$ cat src/source/vga_pkg.sv
`default_nettype none

package vga_pkg;

  // pixel coordinate, wide enough for real monitor timings
  typedef logic [10:0] coord_t;

  // 4 bits per channel, r in the top nibble
  typedef logic [11:0] rgb_t;

  // one pixel of the raster stream, 38 bits
  typedef struct packed {
    coord_t vcount;
    logic   vsync;
    logic   vblnk;
    coord_t hcount;
    logic   hsync;
    logic   hblnk;
    rgb_t   rgb;
  } vga_bus_t;

  // missile position, also used for the enemy shot
  typedef struct packed {
    coord_t x;
    coord_t y;
    logic   on;  // missile in flight
  } missile_t;

endpackage

`default_nettype wire

$ cat src/source/game_pkg.sv
`default_nettype none

package game_pkg;

  // remaining hits before an enemy dies
  typedef logic [1:0] lives_t;

  // game level, saturates at 15
  typedef logic [3:0] level_t;

  // each enemy in the row is either drawn or gone
  typedef enum logic {
    ALIVE,
    DEAD
  } enemy_state_e;

  // level controller
  typedef enum logic {
    PLAY,    // waiting for all enemies to die
    ADVANCE  // one cycle, bump level and revive
  } level_state_e;

  parameter lives_t MAX_LIVES = 2'd3;

endpackage

`default_nettype wire

$ cat src/source/vga_timing.sv
`default_nettype none

module vga_timing
  import vga_pkg::*;
#(
  parameter int   H_ACTIVE = 64,
  parameter int   H_TOTAL  = 80,
  parameter int   V_ACTIVE = 48,
  parameter int   V_TOTAL  = 56,
  parameter rgb_t BG_RGB   = 12'h00f
) (
  input  wire      pclk,
  input  wire      rst_n_i,
  output vga_bus_t bus_o
);

  // syncs sit a few pixels/lines into blanking
  localparam coord_t H_SYNC_START = coord_t'(H_ACTIVE + 4);
  localparam coord_t H_SYNC_END   = coord_t'(H_ACTIVE + 8);
  localparam coord_t V_SYNC_START = coord_t'(V_ACTIVE + 2);
  localparam coord_t V_SYNC_END   = coord_t'(V_ACTIVE + 4);

  coord_t h_nxt;
  coord_t v_nxt;
  logic   hblnk_nxt;
  logic   vblnk_nxt;

  // the bus register itself holds the counters
  always_comb begin
    h_nxt = bus_o.hcount + 1'b1;
    v_nxt = bus_o.vcount;
    if (bus_o.hcount == coord_t'(H_TOTAL - 1)) begin
      h_nxt = '0;
      if (bus_o.vcount == coord_t'(V_TOTAL - 1)) begin
        v_nxt = '0;
      end else begin
        v_nxt = bus_o.vcount + 1'b1;
      end
    end
  end

  assign hblnk_nxt = (h_nxt >= coord_t'(H_ACTIVE));
  assign vblnk_nxt = (v_nxt >= coord_t'(V_ACTIVE));

  always_ff @(posedge pclk or negedge rst_n_i) begin
    if (!rst_n_i) begin
      bus_o <= '0;
    end else begin
      bus_o.hcount <= h_nxt;
      bus_o.vcount <= v_nxt;
      bus_o.hblnk  <= hblnk_nxt;
      bus_o.vblnk  <= vblnk_nxt;
      bus_o.hsync  <= (h_nxt >= H_SYNC_START) && (h_nxt < H_SYNC_END);
      bus_o.vsync  <= (v_nxt >= V_SYNC_START) && (v_nxt < V_SYNC_END);
      bus_o.rgb    <= (hblnk_nxt || vblnk_nxt) ? rgb_t'(0) : BG_RGB;  // black in blanking
    end
  end

  a_hcount_range: assert property (@(posedge pclk) disable iff (!rst_n_i)
    bus_o.hcount < coord_t'(H_TOTAL));

endmodule

`default_nettype wire

$ cat src/source/enemy_stage.sv
`default_nettype none

module enemy_stage
  import vga_pkg::*;
  import game_pkg::*;
#(
  parameter int   N             = 1,
  parameter int   ENEMY_W       = 8,
  parameter int   ENEMY_H       = 4,
  parameter int   ENEMY_Y       = 8,
  parameter int   ENEMY_SPACING = 16,
  parameter rgb_t ENEMY_RGB     = 12'hf00
) (
  input  wire      pclk,
  input  wire      rst_n_i,
  input  vga_bus_t bus_i,
  input  missile_t missile_i,
  input  wire      respawn_i,
  output vga_bus_t bus_o,
  output logic     alive_o
);

  // rectangle bounds, upper edges exclusive
  localparam coord_t X_LO = coord_t'(N * ENEMY_SPACING);
  localparam coord_t X_HI = coord_t'(N * ENEMY_SPACING + ENEMY_W);
  localparam coord_t Y_LO = coord_t'(ENEMY_Y);
  localparam coord_t Y_HI = coord_t'(ENEMY_Y + ENEMY_H);

  enemy_state_e state_q;
  lives_t       lives_q;

  logic in_rect;
  logic active;
  logic frame_start;
  logic missile_in;
  logic hit;
  logic paint;

  assign in_rect = (bus_i.hcount >= X_LO) && (bus_i.hcount < X_HI) &&
                   (bus_i.vcount >= Y_LO) && (bus_i.vcount < Y_HI);
  assign active      = !bus_i.hblnk && !bus_i.vblnk;
  assign frame_start = (bus_i.hcount == '0) && (bus_i.vcount == '0);

  assign missile_in = missile_i.on &&
                      (missile_i.x >= X_LO) && (missile_i.x < X_HI) &&
                      (missile_i.y >= Y_LO) && (missile_i.y < Y_HI);

  // one hit test per frame
  assign hit   = frame_start && (state_q == ALIVE) && missile_in;
  assign paint = (state_q == ALIVE) && in_rect && active;

  always_ff @(posedge pclk or negedge rst_n_i) begin
    if (!rst_n_i) begin
      state_q <= ALIVE;
      lives_q <= MAX_LIVES;
    end else if (respawn_i) begin
      state_q <= ALIVE;
      lives_q <= MAX_LIVES;
    end else if (hit) begin
      lives_q <= lives_q - 1'b1;
      if (lives_q == lives_t'(1)) begin
        state_q <= DEAD;  // last life gone
      end
    end
  end

  // pipeline stage, overlay on top of the incoming colour
  always_ff @(posedge pclk or negedge rst_n_i) begin
    if (!rst_n_i) begin
      bus_o <= '0;
    end else begin
      bus_o     <= bus_i;
      bus_o.rgb <= paint ? ENEMY_RGB : bus_i.rgb;
    end
  end

  assign alive_o = (state_q == ALIVE);

  a_lives_dead: assert property (@(posedge pclk) disable iff (!rst_n_i)
    (lives_q == '0) == (state_q == DEAD));

  a_sync_pass: assert property (@(posedge pclk) disable iff (!rst_n_i)
    1'b1 |=> {bus_o.hsync, bus_o.vsync, bus_o.hblnk, bus_o.vblnk} ==
             $past({bus_i.hsync, bus_i.vsync, bus_i.hblnk, bus_i.vblnk}));

endmodule

`default_nettype wire

$ cat src/source/enemy_missile.sv
`default_nettype none

module enemy_missile
  import vga_pkg::*;
  import game_pkg::*;
#(
  parameter int ENEMY_SPACING = 16,
  parameter int ENEMY_W       = 8,
  parameter int ENEMY_Y       = 8,
  parameter int ENEMY_H       = 4,
  parameter int V_ACTIVE      = 48
) (
  input  wire      pclk,
  input  wire      rst_n_i,
  input  vga_bus_t bus_i,
  input  wire      shooter_alive_i,
  input  level_t   level_i,
  output missile_t missile_o
);

  // fired from the centre of enemy 1's bottom edge
  localparam coord_t LAUNCH_X = coord_t'(ENEMY_SPACING + ENEMY_W / 2);
  localparam coord_t LAUNCH_Y = coord_t'(ENEMY_Y + ENEMY_H);

  logic   frame_start;
  coord_t y_nxt;

  assign frame_start = (bus_i.hcount == '0) && (bus_i.vcount == '0);
  assign y_nxt       = missile_o.y + coord_t'(level_i) + 1'b1;  // faster each level

  always_ff @(posedge pclk or negedge rst_n_i) begin
    if (!rst_n_i) begin
      missile_o <= '0;
    end else if (frame_start) begin
      if (!missile_o.on) begin
        if (shooter_alive_i) begin
          missile_o <= '{x: LAUNCH_X, y: LAUNCH_Y, on: 1'b1};
        end
      end else if (y_nxt >= coord_t'(V_ACTIVE)) begin
        missile_o.on <= 1'b0;  // left the screen
      end else begin
        missile_o.y <= y_nxt;
      end
    end
  end

  a_on_screen: assert property (@(posedge pclk) disable iff (!rst_n_i)
    missile_o.on |-> missile_o.y < coord_t'(V_ACTIVE));

endmodule

`default_nettype wire

$ cat src/source/level_ctrl.sv
`default_nettype none

module level_ctrl
  import game_pkg::*;
(
  input  wire        pclk,
  input  wire        rst_n_i,
  input  wire  [2:0] alive_i,
  output level_t     level_o,
  output logic       respawn_o
);

  level_state_e state_q;
  level_state_e state_d;
  level_t       level_q;
  level_t       level_d;

  always_comb begin
    state_d = state_q;
    level_d = level_q;
    case (state_q)
      PLAY: begin
        if (alive_i == 3'b000) begin
          state_d = ADVANCE;
        end
      end
      ADVANCE: begin
        state_d = PLAY;
        if (level_q != '1) begin
          level_d = level_q + 1'b1;  // holds at 15
        end
      end
      default: state_d = PLAY;
    endcase
  end

  always_ff @(posedge pclk or negedge rst_n_i) begin
    if (!rst_n_i) begin
      state_q <= PLAY;
      level_q <= '0;
    end else begin
      state_q <= state_d;
      level_q <= level_d;
    end
  end

  // stages revive on this edge, so PLAY sees them alive again
  assign respawn_o = (state_q == ADVANCE);
  assign level_o   = level_q;

  a_single_respawn: assert property (@(posedge pclk) disable iff (!rst_n_i)
    respawn_o |=> !respawn_o);

endmodule

`default_nettype wire

$ cat src/source/enemies.sv
`default_nettype none

module enemies
  import vga_pkg::*;
  import game_pkg::*;
#(
  parameter int   H_ACTIVE      = 64,
  parameter int   H_TOTAL       = 80,
  parameter int   V_ACTIVE      = 48,
  parameter int   V_TOTAL       = 56,
  parameter int   ENEMY_W       = 8,
  parameter int   ENEMY_H       = 4,
  parameter int   ENEMY_Y       = 8,
  parameter int   ENEMY_SPACING = 16,
  parameter rgb_t ENEMY_RGB     = 12'hf00,
  parameter rgb_t BG_RGB        = 12'h00f
) (
  input  wire      pclk,
  input  wire      rst_n_i,
  input  missile_t missile_i,
  output vga_bus_t vga_o,
  output missile_t en1_missile_o,
  output level_t   level_o
);

  vga_bus_t   bus [0:3];  // bus[0] from timing, bus[3] is the output
  logic [2:0] alive;
  logic       respawn;

  vga_timing #(
    .H_ACTIVE (H_ACTIVE),
    .H_TOTAL  (H_TOTAL),
    .V_ACTIVE (V_ACTIVE),
    .V_TOTAL  (V_TOTAL),
    .BG_RGB   (BG_RGB)
  ) timing_i (
    .pclk    (pclk),
    .rst_n_i (rst_n_i),
    .bus_o   (bus[0])
  );

  // enemies 1 to 3, left to right
  for (genvar i = 0; i < 3; i++) begin : g_stage
    enemy_stage #(
      .N             (i + 1),
      .ENEMY_W       (ENEMY_W),
      .ENEMY_H       (ENEMY_H),
      .ENEMY_Y       (ENEMY_Y),
      .ENEMY_SPACING (ENEMY_SPACING),
      .ENEMY_RGB     (ENEMY_RGB)
    ) stage_i (
      .pclk      (pclk),
      .rst_n_i   (rst_n_i),
      .bus_i     (bus[i]),
      .missile_i (missile_i),
      .respawn_i (respawn),
      .bus_o     (bus[i+1]),
      .alive_o   (alive[i])
    );
  end

  enemy_missile #(
    .ENEMY_SPACING (ENEMY_SPACING),
    .ENEMY_W       (ENEMY_W),
    .ENEMY_Y       (ENEMY_Y),
    .ENEMY_H       (ENEMY_H),
    .V_ACTIVE      (V_ACTIVE)
  ) missile_i0 (
    .pclk            (pclk),
    .rst_n_i         (rst_n_i),
    .bus_i           (bus[0]),
    .shooter_alive_i (alive[0]),  // only enemy 1 fires
    .level_i         (level_o),
    .missile_o       (en1_missile_o)
  );

  level_ctrl level_i0 (
    .pclk      (pclk),
    .rst_n_i   (rst_n_i),
    .alive_i   (alive),
    .level_o   (level_o),
    .respawn_o (respawn)
  );

  assign vga_o = bus[3];

endmodule

`default_nettype wire

$ cat config.mk
export PLATFORM = sky130hd
export DESIGN_NAME = enemies
export DESIGN_NICKNAME = d
export VERILOG_FILES = /design/src/source/vga_pkg.sv /design/src/source/game_pkg.sv /design/src/source/vga_timing.sv /design/src/source/enemy_stage.sv /design/src/source/enemy_missile.sv /design/src/source/level_ctrl.sv /design/src/source/enemies.sv
export SDC_FILE = /design/constraint.sdc
export NUM_CORES = 1
export LEC_CHECK = 0
export ABC_CLOCK_PERIOD_IN_PS = 3400
export BUFFER_PORTS_ARGS = -buffer_cell sky130_fd_sc_hd__buf_2
export CAP_MARGIN = 20
export CORE_MARGIN = 2
export CORE_UTILIZATION = 31
export DETAILED_ROUTE_END_ITERATION = 12
export HOLD_SLACK_MARGIN = 0.02
export MAX_ROUTING_LAYER = met4
export PLACE_DENSITY = 0.55
export SYNTH_ARGS = -nofsm -noshare
export SYNTH_HDL_FRONTEND = slang
export SYNTH_HIERARCHICAL = 1
export SYNTH_SLANG_ARGS = --single-unit
$ cat constraint.sdc
create_clock -name pclk -period 3.4 [get_ports pclk]
set_input_delay 0.17 -clock pclk [delete_from_list [all_inputs] [get_ports pclk]]
set_output_delay 0.17 -clock pclk [all_outputs]
set_load 0.05 [all_outputs]
Word-level counts from Yosys, hierarchy flattened
Index checks and enable logic that the tools add are counted.

cells by class
  reductions and logical operators = 67
  bitwise gates (word level) = 5
  add/sub/neg operators = 8
  multipliers = 0
  equal/unequal tests = 8
  $lt $le $gt $ge = 27
  multiplexer cells = 28
  divide/modulo/power cells = 0
  shift operators = 0

operators by type and width
  operator                 number
  $ge A11 B6 Y1 const B    7
  $logic_not A11 Y1        6
  $mux W12                 5
  $lt A11 B6 Y1 const B    5
  $ge A11 B4 Y1 const B    4
  $lt A11 B4 Y1 const B    4
  $mux W11                 4
  $logic_and A1 B1 Y1      41
  $add A11 B1 Y11 const B  3
  $ge A11 B5 Y1 const B    2
  $ge A11 B7 Y1 const B    2
  $lt A11 B5 Y1 const B    2
  $mux W2                  6
  $reduce_bool A2 Y1       6
  $add A11 B4 Y11          1
  $eq A11 B6 Y1 const B    1
  $eq A11 B7 Y1 const B    1
  $lt A11 B7 Y1 const B    1
  $mux W1                  11
  $reduce_and A2 Y1        4
  $eq A2 B1 Y1 const B     3
  $logic_not A1 Y1         6
  $reduce_and A3 Y1        2
  $sub A2 B1 Y2 const B    3
  other kinds (9)          13

word-level totals
  ROM bits = 0
  register bits = 179
  memory bits (writable) = 0
  latch bits = 0
  word-level logic and storage cells = 182
  memories kept = 0
  bits of input ports = 25
  output and inout port bits = 65

Longest topological paths before layout
  depth in word-level cells = 8
  mapped depth = 10
  gate-level depth less buffers = 10

Modules after synthesis
Netlist, hierarchy kept.

by module, submodules not included
  module                             area each (um^2)  cells an instance  seq. area each (um^2)  times used
  vga_timing                         1,539.0           155                675.6                  1
  enemy_stage at g_stage[2].stage_i  1,325.0           82                 1,028.5                1
  enemy_stage at g_stage[1].stage_i  1,317.5           82                 1,028.5                1
  enemy_stage at g_stage[0].stage_i  1,312.5           82                 1,028.5                1
  enemy_missile                      1,006.0           110                325.3                  1
  level_ctrl                         245.2             22                 125.1                  1

Worst setup path after synthesis
No wires, ideal clock.

  kind = register to register
  start point = register level_i0.level_q[0] (netlist: level_i0/level_o[0])
  end point = register missile_i0/missile_o[5] in the netlist's numbering
  required time = 3.274 ns
  stages on the path, launching flop included = 11
  library setup time = 0.126 ns
  path slack = 0.431 ns
  buffers on the path = 0
  period minus slack after synthesis = 2.969 ns
  arrival time = 2.843 ns
  path through = dfrtp_1 > inv_1 > ha_1 > inv_1 > fa_1 > a21o_1 > a21o_1 > o211ai_1 > a22oi_1 > o41a_1 > a221o_1

on the way
  cells in the longest elaborated chain, start to end = 5
  elaborated cells on any way between the ends = 7
  classes of those cells = add/sub (2); order compare (1); eq/ne (1); mux (2); reduce/logical (1)

RTL lines
  what                         line                 RTL
  start: declaration           level_ctrl.sv:15     level_t level_q;
  start signal: assignment     level_ctrl.sv:43     level_q <= level_d;
  $add A11 B4 Y11 (*)          enemy_missile.sv:29  assign y_nxt = missile_o.y + coord_t'(level_i) + 1'b1;
  $add A11 B1 Y11 (*)          enemy_missile.sv:29
  $ge A11 B6 Y1                enemy_missile.sv:39  end else if (y_nxt >= coord_t'(V_ACTIVE)) begin
  $ne A2 B2 Y1 (no line)       n/a
  $reduce_and A3 Y1 (no line)  n/a
  end signal: assignment       enemy_missile.sv:37  missile_o <= '{x: LAUNCH_X, y: LAUNCH_Y, on: 1'b1};
  end: declaration             enemy_missile.sv:18  output missile_t missile_o

Mark *: on every way between the ends. The rest lies on a longest branch, timed or not. The select of a mux whose other input is x is not followed.
A chain may end at the register's enable or synchronous reset.

Final worst setup path
Same ends and word-level chain as after synthesis.

==> results by group <==
Timing
  • Period utilisation layout: 88.6%
  • Clk_skew: 11.1 ps
  • Post-layout min period: 3010 ps
  • FMAX: 332 MHz
  • TNS Setup: 0 ps
  • Slew Viols, Final: 0
  • Slew of the pin with the lowest slew margin: 898 ps
  • Unrepaired setup endpoints after global routing: false
  • Final Hold Viols: 0
  • Slew HR: 40.1%
  • Final setup viols: 0

CTS
  • Clock latency on the worst-skew pair: 430 ps
  • CTS-repair resized insts: 0
  • TritonCTS sink count: 168
  • Deepest clock path buffer count: 2
  • Root Driver: clkbuf_16
  • CTS tree: built
  • Post-CTS Setup Bufs: 0
  • Worst-path clk slew: 70 ps
  • H-tree depth: 4
  • Inserted Clock Buffers: 17

Synth
  • Async S/R FF share, synth: 100%
  • Yosys cell types: 67
  • Number of synthesized register bits: 168
  • Gate Count Post-Synth: 533
  • Largest area contributor in the netlist: dfrtp_1
  • Post-synthesis cell area: 0.00675 sq mm
  • Post-synth top area share: 60.1%
  • Synth Warn #: 6
  • Top area cells in the synthesized netlist: dfrtp_1, and2_4, nor4_1, dfstp_2, buf_4
  • Syn_area_per_cell: 12.7 sq um
  • Top FF cell, synth: dfrtp_1
  • Register area share after synthesis: 62.4%
  • Post-synth EDFFs: 0

Route
  • Total Routed Length: 13400 um
  • Vias: 4381
  • Drt first pass iters: 5
  • DR vias/cell: 4.84
  • Drt drc: 0
  • DR WL/cell: 14.8 um
  • Final ANT Viol Nets: 0
  • Drt initial violations: 235

Layout
  • Ratio of cells with drive above 1 in the final layout: 25.8%
  • Synthesis-to-layout area growth: 18.6%
  • Fin cells: 906
  • Antenna diodes: 0
  • Nets@finish: 654
  • Fin area: 0.00800 sq mm

Critical path
  • CP required: 3720 ps
  • Critical Path End: missile_i0/missile_o[5]
  • Crit Path Max Fanout: 7
  • Critical Path Sink Type: register
  • R2r startpoint: level_i0/level_o[0]
  • Worst Reg-to-Reg Cells: 10
  • Critical path type: reg -> reg
  • Reg2reg end: missile_i0/missile_o[5]
  • Crit. Startpoint: level_i0/level_o[0]
  • Worst Path Arrival: 3330 ps
  • R2R Setup Slk: 390 ps
  • CP Launch Type: register

Placement
  • Global placer's final weighted congestion: 0.854
  • Post-DP Area: 0.00734 sq mm
  • Post-DP HPWL: 9720 um
  • Placed cells: 873
  • Port bufs: 75

Floorplanning
  • Rows: 53
  • Chip width: 152 um
  • Die area: 0.0230 sq mm
  • Core area: 0.0212 sq mm
  • Initial Util: 31.8%
  • Io pins: 90
  • Die Y: 152 um

Flow run
  • Max cap viols: 0

Power
  • Tot Pwr: 4.17 mW
  • PwrDens: 522 mW/mm^2
  • Leakage Power: 3.75 nW
  • Max rail drop VDD: 0.285 mV

Outcome
  • Outcome: complete, no violations

Global route
  • GRT Total Usage: 13.1%
  • First-pass GRT wire length: 22400 um
  • Largest net degree at the start of global routing: 105
  • Initial antenna violation count: 0
  • Number of global-route vias before repair: 4432
  • Grt ovf: 0

Hold path
  • Hold crit path type: in -> reg
==> power breakdown <==
group | internal [mW] | switching [mW] | leakage (nW)
clock network | 1.14 | 0.890 | 0.316
registers | 2.01 | 0.00292 | 2.13
logic | 0.0289 | 0.0959 | 1.31
==> cells in the final DEF, fill, tap and decap left out, types with 4 or more instances in the layout <==
cell type  instances
a21oi_1           10
a31oi_1            4
and2_1             6
and2_2             5
and2_4            20
and3_1             8
and4_1             4
buf_2             74
clkbuf_16         17
clkinv_8           4
conb_1            17
dfrtp_1          162
dfstp_2            6
ha_1              10
inv_1             14
inv_8              7
mux2i_1           11
nand2_1           24
nand2b_1          14
nand3_1           11
nand4_1           16
nor2_1            31
nor2b_1            7
nor3_1            10
nor4_1            26
nor4b_1           12
o211ai_1           4
o21ai_0           10
o31ai_1            4
or2_2              4
or2b_1             7
or4_4              4
xnor2_1            8
xor2_1             6
==> sequential cells by signal, summed over array words and instances (netlist names) <==
register and flops:
level_i0/respawn_o 1, level_i0/level_o 4, timing_i/bus_o 27, g_stage.stage_i/state_q 3
g_stage.stage_i/lives_q 6, g_stage.stage_i/bus_o 114, missile_i0/missile_o 13
==> cell families after synthesis <==
family / synth area share, %
AOI/OAI and AO/OA: 5.32
other: 0.111
DFF: 62.4
buffers and inverters: 3.88
xor gates and xnor gates: 1.82
muxes: 2.02
adders and majority gates: 2.15
and+or+nand+nor: 22.3
==> per-stage QoR <==
stage / setup slack [ps] / hold slack [ps] / util [%]
after floorplan: 431 / -126 / -
after global placement: 503 / 315 / 34.6
after detailed placement: 389 / 332 / 34.6
after CTS: 397 / 193 / 37.7
after global routing: 170 / 224 / 37.7
final: 389 / 206 / 37.7
==> routing by layer <==
layer	GRT usage [%]	up-vias	part of all wire (%)
met1	15.5	2142	43
li1	-	2043	-
met5	-	-	0
met3	2.54	31	5.4
met2	21.1	165	49
met4	7.18	0	2.9
==> synthesized netlist by cell type (3+ instances only) <==
library cell,count
dfrtp_1,162
nor2_1,31
nor4_1,26
nand2_1,24
buf_4,21
and2_4,20
nand4_1,16
inv_1,14
nand2b_1,14
nor4b_1,12
mux2i_1,11
nand3_1,11
a21oi_1,10
ha_1,10
nor3_1,10
o21ai_0,10
and3_1,8
xnor2_1,8
nor2b_1,7
or2b_1,7
and2_1,6
dfstp_2,6
xor2_1,6
and2_2,5
a31oi_1,4
and4_1,4
o211ai_1,4
o31ai_1,4
or2_2,4
or4_4,4
and3_2,3
buf_6,3
nor3b_1,3
nor4_4,3
o21a_1,3
o2bb2ai_1,3
==> final cells by class <==
class	count	area, sq um
Timing Repair Buffer	79	414
Clock inverter	15	221
Clock buffer	17	425
Fill cell	2080	13200
Tap cell	275	344
Multi-Input combinational cell	338	2330
Inverter	14	52.6
Sequential cell	168	4210
==> critical path, stage by stage, from the launching register on <==
cell and delay (ps):
dfrtp_1 450, inv_1 100, ha_1 170, inv_1 50, fa_1 400, a21o_1 210, a21o_1 230, o211ai_1 190
a22oi_1 190, o41a_1 540, a221o_1 380
==> worst min path at each step <==
stage | endpoint | cells past startpoint | slack (ps) | start
finish | g_stage[1].stage_i/lives_q[0] | 5 | 210 | missile_i[16]
CTS | g_stage[1].stage_i/lives_q[0] | 5 | 190 | missile_i[16]
global route | g_stage[1].stage_i/lives_q[1] | 5 | 220 | missile_i[16]
detailed placement | g_stage[1].stage_i/bus_o[13] | 1 | 330 | rst_n_i
floorplan | g_stage[0].stage_i/bus_o[0] | 0 | -130 | rst_n_i
global placement | g_stage[1].stage_i/bus_o[13] | 1 | 310 | rst_n_i
==> timing repair <==
action	4_1_cts	5_1_grt
hold buffers	1	0
endpoints found under the hold margin	101	0
setup endpoints to repair	0	0
Note: power is estimated with default switching activity, not from simulation.
